--- src/verilog/phs_avg_config.svh ---
`ifndef PHS_AVG_CONFIG_SVH
`define PHS_AVG_CONFIG_SVH

// width of one downconverted sample
`define PHS_DWI 17
// width of one host gain word
`define PHS_DWJ 16

// full product is shifted down by sample width minus 8
`define PHS_PROD_SHIFT 9
// kept product bits, sample width plus 6
`define PHS_MUL_W 23

// integrator has 8 guard bits over the sample
`define PHS_INTG_W 25
// integrator to phase error scaling
`define PHS_Z_SHIFT 5
// phase error word, sample width plus 2
`define PHS_Z_W 19

`endif

--- src/verilog/phs_avg_pkg.sv ---
`default_nettype none

`include "phs_avg_config.svh"

package phs_avg_pkg;

	// host channel select values
	localparam logic CHAN_FWD = 1'b0;
	localparam logic CHAN_REV = 1'b1;

	// gain slot addresses
	localparam logic SLOT_RE = 1'b0;
	localparam logic SLOT_IM = 1'b1;

	// one interleaved input cycle
	// iq high marks the real slot
	typedef struct packed {
		logic iq;
		logic signed [`PHS_DWI-1:0] fwd;
		logic signed [`PHS_DWI-1:0] rev;
	} iq_sample_t;

	// one host write into the gain bank
	typedef struct packed {
		logic valid;
		logic chan;
		logic addr;
		logic signed [`PHS_DWJ-1:0] gain;
	} gain_wr_t;

	// forward and reverse gain words for one slot
	typedef struct packed {
		logic signed [`PHS_DWJ-1:0] fwd;
		logic signed [`PHS_DWJ-1:0] rev;
	} gain_pair_t;

	// one phase error result, valid for a single cycle
	typedef struct packed {
		logic valid;
		logic signed [`PHS_Z_W-1:0] value;
	} phase_err_t;

endpackage

`default_nettype wire

--- src/verilog/phs_avg.sv ---
`timescale 1ns/1ps
`default_nettype none

`include "phs_avg_config.svh"

// phase averaging datapath
// forward times gain plus reverse times gain, imaginary part only
// with interleaved data the imaginary part of (a + ib)(c + id) is a*d + b*c
// so the real sample meets the imaginary gain and the reverse as well
// one multiplier per stream then covers both cross terms
// the per cycle sum is integrated and scaled down into z
module phs_avg import phs_avg_pkg::*; (
	input wire clk,
	input wire reset,
	input wire iq_sample_t sample,
	output logic gain_addr,
	input wire gain_pair_t gains,
	output logic signed [`PHS_Z_W-1:0] z,
	output logic z_done
);

	// input register
	iq_sample_t s_r;
	// products, one cycle after s_r
	logic signed [`PHS_MUL_W-1:0] fwd_p;
	logic signed [`PHS_MUL_W-1:0] rev_p;
	// sum of both products, one extra bit
	logic signed [`PHS_MUL_W:0] sum;
	logic signed [`PHS_INTG_W-1:0] intg;
	// imaginary slot marker, aligned with product, sum and integrator
	logic [2:0] imag_pipe;

	// reset leaves a real slot in the input register
	// so no pair end is flagged until real data arrives
	always_ff @(posedge clk) begin
		if (reset) begin
			s_r <= '{iq: 1'b1, default: '0};
		end else begin
			s_r <= sample;
		end
	end

	// bank read follows the slot entering the datapath
	assign gain_addr = s_r.iq;

	phs_avg_mul fwd_mul (
		.clk (clk),
		.x   (s_r.fwd),
		.k   (gains.fwd),
		.p   (fwd_p)
	);

	phs_avg_mul rev_mul (
		.clk (clk),
		.x   (s_r.rev),
		.k   (gains.rev),
		.p   (rev_p)
	);

	// sum then integrate
	// two cycles of the sum make one imaginary cross term pair
	always_ff @(posedge clk) begin
		if (reset) begin
			sum <= '0;
			intg <= '0;
		end else begin
			sum <= fwd_p + rev_p;
			intg <= intg + sum;
		end
	end

	// iq copy tracking the product, the sum and the integrator
	always_ff @(posedge clk) begin
		if (reset) begin
			imag_pipe <= '0;
		end else begin
			imag_pipe <= {imag_pipe[1:0], ~s_r.iq};
		end
	end

	// high for one cycle once the imaginary slot is in the integrator
	assign z_done = imag_pipe[2];

	// scaled integrator, top guard bit dropped
	assign z = intg[`PHS_Z_SHIFT +: `PHS_Z_W];

endmodule

`default_nettype wire

--- src/verilog/phs_avg_mul.sv ---
`timescale 1ns/1ps
`default_nettype none

`include "phs_avg_config.svh"

// one interleaved stream times its gain word
// the gain is delayed one cycle so that with the registered bank read
// a sample in slot iq meets the gain stored at address iq
module phs_avg_mul (
	input wire clk,
	input wire signed [`PHS_DWI-1:0] x,
	input wire signed [`PHS_DWJ-1:0] k,
	output logic signed [`PHS_MUL_W-1:0] p
);

	// gain word, one cycle behind the bank output
	logic signed [`PHS_DWJ-1:0] k_d;
	// full width signed product
	logic signed [`PHS_DWI+`PHS_DWJ-1:0] prod;

	always_ff @(posedge clk) begin
		k_d <= k;
		prod <= x * k_d;
	end

	// drop the low fraction bits and the redundant sign bit
	assign p = prod[`PHS_PROD_SHIFT +: `PHS_MUL_W];

endmodule

`default_nettype wire

--- src/verilog/phs_avg_top.sv ---
`timescale 1ns/1ps
`default_nettype none

`include "phs_avg_config.svh"

// phase averaging path
// gain bank, averager and result monitor
// a result appears five cycles after the imaginary sample of its pair
module phs_avg_top import phs_avg_pkg::*; (
	input wire clk,
	input wire reset,
	// interleaved forward and reverse samples, real slot first
	input wire iq_sample_t sample,
	// host gain write strobe
	input wire gain_wr_t gain_wr,
	// alarm threshold on the result magnitude
	input wire [`PHS_Z_W-2:0] limit,
	input wire alarm_clear,
	output phase_err_t phase_err,
	output logic alarm
);

	// bank read address from the averager
	logic gain_addr;
	// gain words for the current slot
	gain_pair_t gains;
	// scaled integrator and pair end strobe
	logic signed [`PHS_Z_W-1:0] z;
	logic z_done;

	prl_gain_bank gain_bank_inst (
		.clk     (clk),
		.reset   (reset),
		.gain_wr (gain_wr),
		.addr    (gain_addr),
		.gains   (gains)
	);

	phs_avg phs_avg_inst (
		.clk       (clk),
		.reset     (reset),
		.sample    (sample),
		.gain_addr (gain_addr),
		.gains     (gains),
		.z         (z),
		.z_done    (z_done)
	);

	phs_err_monitor monitor_inst (
		.clk         (clk),
		.reset       (reset),
		.z           (z),
		.z_done      (z_done),
		.limit       (limit),
		.alarm_clear (alarm_clear),
		.phase_err   (phase_err),
		.alarm       (alarm)
	);

endmodule

`default_nettype wire

--- src/verilog/phs_err_monitor.sv ---
`timescale 1ns/1ps
`default_nettype none

`include "phs_avg_config.svh"

// captures one phase error per pair and raises the sticky alarm
module phs_err_monitor import phs_avg_pkg::*; (
	input wire clk,
	input wire reset,
	input wire signed [`PHS_Z_W-1:0] z,
	input wire z_done,
	input wire [`PHS_Z_W-2:0] limit,
	input wire alarm_clear,
	output phase_err_t phase_err,
	output logic alarm
);

	// captured result
	logic signed [`PHS_Z_W-1:0] z_cap;
	logic valid_r;
	// magnitude of the captured result
	// most negative value maps to 2**(Z_W-1) and still fits
	logic [`PHS_Z_W-1:0] mag;
	logic over;

	// result capture
	always_ff @(posedge clk) begin
		if (z_done) begin
			z_cap <= z;
		end
	end

	// valid is one cycle behind z_done
	always_ff @(posedge clk) begin
		if (reset) begin
			valid_r <= 1'b0;
		end else begin
			valid_r <= z_done;
		end
	end

	assign phase_err.valid = valid_r;
	assign phase_err.value = z_cap;

	// two's complement magnitude
	always_comb begin
		if (z_cap[`PHS_Z_W-1]) begin
			mag = ~z_cap + 1'b1;
		end else begin
			mag = z_cap;
		end
	end

	// only a valid result can trip the alarm
	assign over = valid_r && (mag > {1'b0, limit});

	// sticky alarm
	// a result over limit wins against a clear in the same cycle
	always_ff @(posedge clk) begin
		if (reset) begin
			alarm <= 1'b0;
		end else if (over) begin
			alarm <= 1'b1;
		end else if (alarm_clear) begin
			alarm <= 1'b0;
		end
	end

endmodule

`default_nettype wire

--- src/verilog/prl_gain_bank.sv ---
`timescale 1ns/1ps
`default_nettype none

`include "phs_avg_config.svh"

// host programmable complex gains for forward and reverse
// address 0 is the real part and address 1 the imaginary part
module prl_gain_bank import phs_avg_pkg::*; (
	input wire clk,
	input wire reset,
	input wire gain_wr_t gain_wr,
	input wire addr,
	output gain_pair_t gains
);

	// forward gain parts
	logic signed [`PHS_DWJ-1:0] fwd_re;
	logic signed [`PHS_DWJ-1:0] fwd_im;
	// reverse gain parts
	logic signed [`PHS_DWJ-1:0] rev_re;
	logic signed [`PHS_DWJ-1:0] rev_im;

	// host write port
	// a write is visible from the next edge on
	always_ff @(posedge clk) begin
		if (reset) begin
			fwd_re <= '0;
			fwd_im <= '0;
			rev_re <= '0;
			rev_im <= '0;
		end else if (gain_wr.valid) begin
			if (gain_wr.chan == CHAN_FWD) begin
				if (gain_wr.addr == SLOT_RE) begin
					fwd_re <= gain_wr.gain;
				end else begin
					fwd_im <= gain_wr.gain;
				end
			end else begin
				// CHAN_REV
				if (gain_wr.addr == SLOT_RE) begin
					rev_re <= gain_wr.gain;
				end else begin
					rev_im <= gain_wr.gain;
				end
			end
		end
	end

	// registered read, one cycle from addr to gains
	// both channels share the slot address
	always_ff @(posedge clk) begin
		if (reset) begin
			gains <= '0;
		end else if (addr == SLOT_IM) begin
			gains.fwd <= fwd_im;
			gains.rev <= rev_im;
		end else begin
			gains.fwd <= fwd_re;
			gains.rev <= rev_re;
		end
	end

endmodule

`default_nettype wire
--- config.mk ---
export PLATFORM = sky130hd
export DESIGN_NAME = phs_avg_top
export DESIGN_NICKNAME = d
export VERILOG_FILES = /design/src/verilog/phs_avg_pkg.sv /design/src/verilog/phs_avg.sv /design/src/verilog/phs_avg_mul.sv /design/src/verilog/phs_avg_top.sv /design/src/verilog/phs_err_monitor.sv /design/src/verilog/prl_gain_bank.sv
export VERILOG_INCLUDE_DIRS = /design/src /design/src/verilog
export SDC_FILE = /design/constraint.sdc
export NUM_CORES = 2
export LEC_CHECK = 0
export CAP_MARGIN = 30
export CORE_ASPECT_RATIO = 0.7
export CORE_UTILIZATION = 50
export CTS_BUF_LIST = sky130_fd_sc_hd__clkbuf_16
export DETAILED_ROUTE_END_ITERATION = 8
export DONT_BUFFER_PORTS = 1
export MAX_ROUTING_LAYER = met4
export PLACE_DENSITY = 0.72
export SKIP_LAST_GASP = 1
export SYNTH_ARGS = -nofsm -noshare
export SYNTH_HDL_FRONTEND = slang
export SYNTH_SLANG_ARGS = --single-unit
--- constraint.sdc ---
create_clock -name clk -period 12 [get_ports clk]
set_input_delay 0.6 -clock clk [delete_from_list [all_inputs] [get_ports clk]]
set_output_delay 0.6 -clock clk [all_outputs]
set_load 0.1 [all_outputs]
==> impl.org <==
** Outcome
- The flow ran to the end, and the final reports show no timing, DRC or antenna violations.

** Critical path
- Data on the critical path arrives at its endpoint at 7.10 ns.
- The critical path is of the reg -> reg type.
- STA classifies the critical path endpoint as a register.
- Required time of the worst setup path :: 12.52 ns
- Slack of the worst reg-to-reg path :: approximately 5.4 ns
- Along the worst path, the maximum fanout reaches 16.
- Kind of start point of the critical path :: register

** Routing
- Wirelength, routed :: approximately 66000 um
- For this run, design rule violations remaining after detail routing come to 0.
- Across all layers, the routed design uses 20339 vias.
- In this run the remaining antenna-violating nets after routing total 0.
- The pre-antenna-repair detailed-routing pass consisted of 5 iterations.
- Number of DRC markers in iteration 0 :: between 1000 and 1500
- Wire per inst :: between 15 and 20 um
- Detailed-route vias per instance :: 5.134

** Clocking
- In this run the clock root is driven by a clkbuf_16.
- Bufs on Longest Clock Path :: 3
- Clock-pin slew was measured on the worst setup and hold paths at around 0.070 ns.
- Clk Latency, worst-skew pair :: between 0.6 and 0.7 ns
- # H-tree levels :: 1
- CTS Buf Count :: 29
- TritonCTS built the clock tree.
- In this run the post-CTS setup repair buffer count came out at 0.
- In this run, post-CTS repair resized a total of 0 instances.
- Hold repair after CTS inserted 0 buffers.
- Counting every sink on the clock net gives around 280.

** Synth
- The share of the Yosys chip area taken by registers is 0.1931.
- Counting flops and latches in the post-synthesis netlist gives around 280.
- Net count after synthesis :: slightly above 4000
- The Yosys step of the flow raised 0 warnings.
- Summing every instance area after synthesis gives approximately 30000 um2.
- Prevailing post-synth register cell :: dfxtp_1
- A synthesized cell averages roughly 9.4 um2.
- Fraction of registers with async set/reset :: 0
- Post-synth EDFFs :: 19
- Gate count of the mapped netlist :: between 3000 and 4000
- Number of distinct library cells after synthesis :: 66

** Global route
- In the global route stage, overall resource usage came out at 0.2309.
- After global routing the overflow that remains totals 0.
- Largest net degree at the start of global routing :: roughly 200
- Initial antenna violation count :: 1
- Via count of the first global-routing pass :: around 21000
- The first global-routing pass estimated around 110000 um of wire.

** Timing
- Clk_skew :: between 0.03 and 0.04 ns
- Count of endpoints failing setup in the final report :: 0
- Setup slack on the critical path of the routed design comes to between 5 and 6 ns.
- The final hold violation count was 0.
- Final total negative setup slack :: 0 ns
- Measured against its own limit, the worst slew margin works out to 0.3109.
- The number of max-slew violations in the final report was 0.
- Setup repair after global routing left no endpoint under its margin.
- Post-route clock period utilization :: 0.5489
- For the pin with the worst max-slew slack, the measured transition is about 1.0 ns.
- Final Hold Slack :: between 0.07 and 0.08 ns
- Static timing analysis puts the maximum clock frequency at 151.8 MHz.
- The worst path needs 6.587 ns of the cycle, external delays included.

** Floorplan
- The floorplan step set the die width to between 200 and 300 um.
- The floorplan has 74 rows.
- Starting utilization of the core area :: 0.5114
- Placeable core region :: about 59000 um2
- I/O pin count :: 96
- The floorplan step defined a die boundary enclosing 61230 um2.
- Floorplan die height :: approximately 210 um

** Job
- Max-cap viol count :: 0

** Cells and area
- # fillers :: 5326
- Non-filler cells in the finished layout :: just under 4000
- Measured on the finished design, the core utilization comes to 0.5422.
- Across the whole layout, storage elements account for a little under 6000 um2.
- In the final layout, the share of cells above drive strength 1 is 0.02371.
- From synthesis to final layout, the design area changed by 6.025%.
- For this run, the post-layout net count is slightly below 4000.
- Post-route cell area :: around 32000 um2
- Summing all multi-input logic gate instances after layout gives approximately 22000 um2.

** Place
- The placed instances occupy a cell area of 30930 um2.
- Including well taps, the total number of placed cells is 3904.
- Port-buffer cells :: 0
- Worst slack at placement :: 5.481 ns
- The congestion estimate from routability-driven global placement came to between 0.8 and 0.9.
- Total half-perimeter wirelength after legalization and detailed placement :: 51860 um

** Min path
- Kind of path behind the tightest hold check :: in -> reg

** Power and ir drop
- Lkg Pwr :: 15.73 nW
- Maximum ir drop on the vdd rail :: 0.1195 mV
- The completed layout was analyzed and its total power is between 2 and 2.5 mW.
- Dividing total power by cell area gives a power density of about 76 nW/um2.
-- report_power, final --
group          switching, mW  internal (mW)  total [mW]
logic                  0.248          0.193       0.441
registers             0.0852           1.02        1.10
clock network          0.404          0.485       0.889
total                  0.737           1.70        2.43
-- synthesized netlist by cell type, types with 7 or more instances --
cell type  instances  share of area
o31ai_1            8         0.0020
edfxtp_1          19          0.019
dfxtp_1          262           0.17
nor3b_1           10         0.0025
o21a_1            22         0.0055
inv_1            616          0.077
ha_1             223          0.093
nor3_1            31         0.0052
a21boi_0          11         0.0027
nor2_1           121          0.015
a31oi_1            8         0.0017
or3_1              9         0.0019
nand4_1            9         0.0019
fa_1             540           0.36
xnor2_1           81          0.024
nand2_1          440          0.055
clkbuf_1         104          0.013
o21bai_1           7         0.0017
buf_1             11         0.0014
o211ai_1           8         0.0020
xor2_1            23         0.0067
nor2b_1           52          0.011
and2_1           243          0.050
a21oi_1          124          0.021
nand3_1           16         0.0027
mux2i_1           33          0.011
o21ai_0           43         0.0071
nand2b_1          18         0.0037
a21o_1            26         0.0065
and3_1             8         0.0017
-- layer usage --
layer / share of wire / routed length (um) / track usage
met5: 0 / 0 / -
met4: 0.019 / 1275 / 0.04431
met3: 0.083 / 5473 / 0.04657
met2: 0.42 / 27910 / 0.3356
met1: 0.47 / 31330 / 0.3350
-- worst paths after layout --
| check | from | end | cells past startpoint |
|---|---|---|---|
| worst max-delay path | phs_avg_inst.s_r[9]$_SDFF_PP0_ | phs_avg_inst.rev_mul.prod[31]$_DFF_P_ | 19 |
| worst min-delay path | reset | gain_bank_inst.fwd_re[15]$_SDFFE_PP0P_ | 1 |
| worst max register to register | phs_avg_inst.s_r[9]$_SDFF_PP0_ | phs_avg_inst.rev_mul.prod[31]$_DFF_P_ | 19 |
| worst min register to register | gain_bank_inst.gains[28]$_SDFF_PP0_ | phs_avg_inst.fwd_mul.k_d[12]$_DFF_P_ | 0 |
-- registers in the layout (all words and copies together) (netlist names) --
register                   flops
gain_bank_inst.fwd_im         16
phs_avg_inst.s_r              34
monitor_inst.alarm             1
phs_avg_inst.rev_mul.k_d      16
phs_avg_inst.rev_mul.prod     23
gain_bank_inst.rev_im         16
monitor_inst.z_cap            19
gain_bank_inst.rev_re         16
phs_avg_inst.imag_pipe         3
phs_avg_inst.intg             24
phs_avg_inst.gain_addr         1
phs_avg_inst.fwd_mul.prod     23
phs_avg_inst.sum              24
gain_bank_inst.fwd_re         16
monitor_inst.valid_r           1
phs_avg_inst.fwd_mul.k_d      16
gain_bank_inst.gains          32
-- cell usage in the layout (no fill, tap or decap), types with 11 or more instances in the layout --
master	count
o21ai_0	43
xor2_1	23
nand2b_1	18
a21oi_1	124
dfxtp_1	261
nand3_1	16
ha_1	223
xnor2_1	81
inv_1	619
nand2_1	440
and2_1	243
a21boi_0	11
fa_1	540
nor2b_1	52
clkbuf_16	29
a21o_1	26
nor3_1	31
o21a_1	22
nor2_1	121
mux2i_1	33
edfxtp_1	19
clkinv_1	11
-- critical path: stages (launching register included) --
cell	delay [ns]
dfxtp_1	0.76
nand2_1	0.16
fa_1	0.53
fa_1	0.56
inv_1	0.06
fa_1	0.50
inv_1	0.06
fa_1	0.53
inv_1	0.05
fa_1	0.49
fa_1	0.41
ha_1	0.33
o211ai_1	0.12
a21boi_0	0.57
and4_1	0.30
o21ai_1	0.08
and3_1	0.30
a211o_1	0.32
and3_1	0.15
a311oi_1	0.22
-- final cells by class --
class	count	share of cell area
well taps	798	0.03127
clock inverters	25	0.005839
repair buffers	19	0.01078
flip-flops and latches	281	0.1822
clock buffers	29	0.02273
multi-input cells	2193	0.6747
inverters	616	0.07242
diodes	1	0.00007838
-- logic make-up after synthesis --
group           synth area share
compound gates           0.06291
flops                     0.1931
simple gates              0.1588
xor+xnor                 0.03025
buf+inv                  0.09153
mux                      0.01172
fa+ha+maj                 0.4516
(Power assumes the default switching activity.)
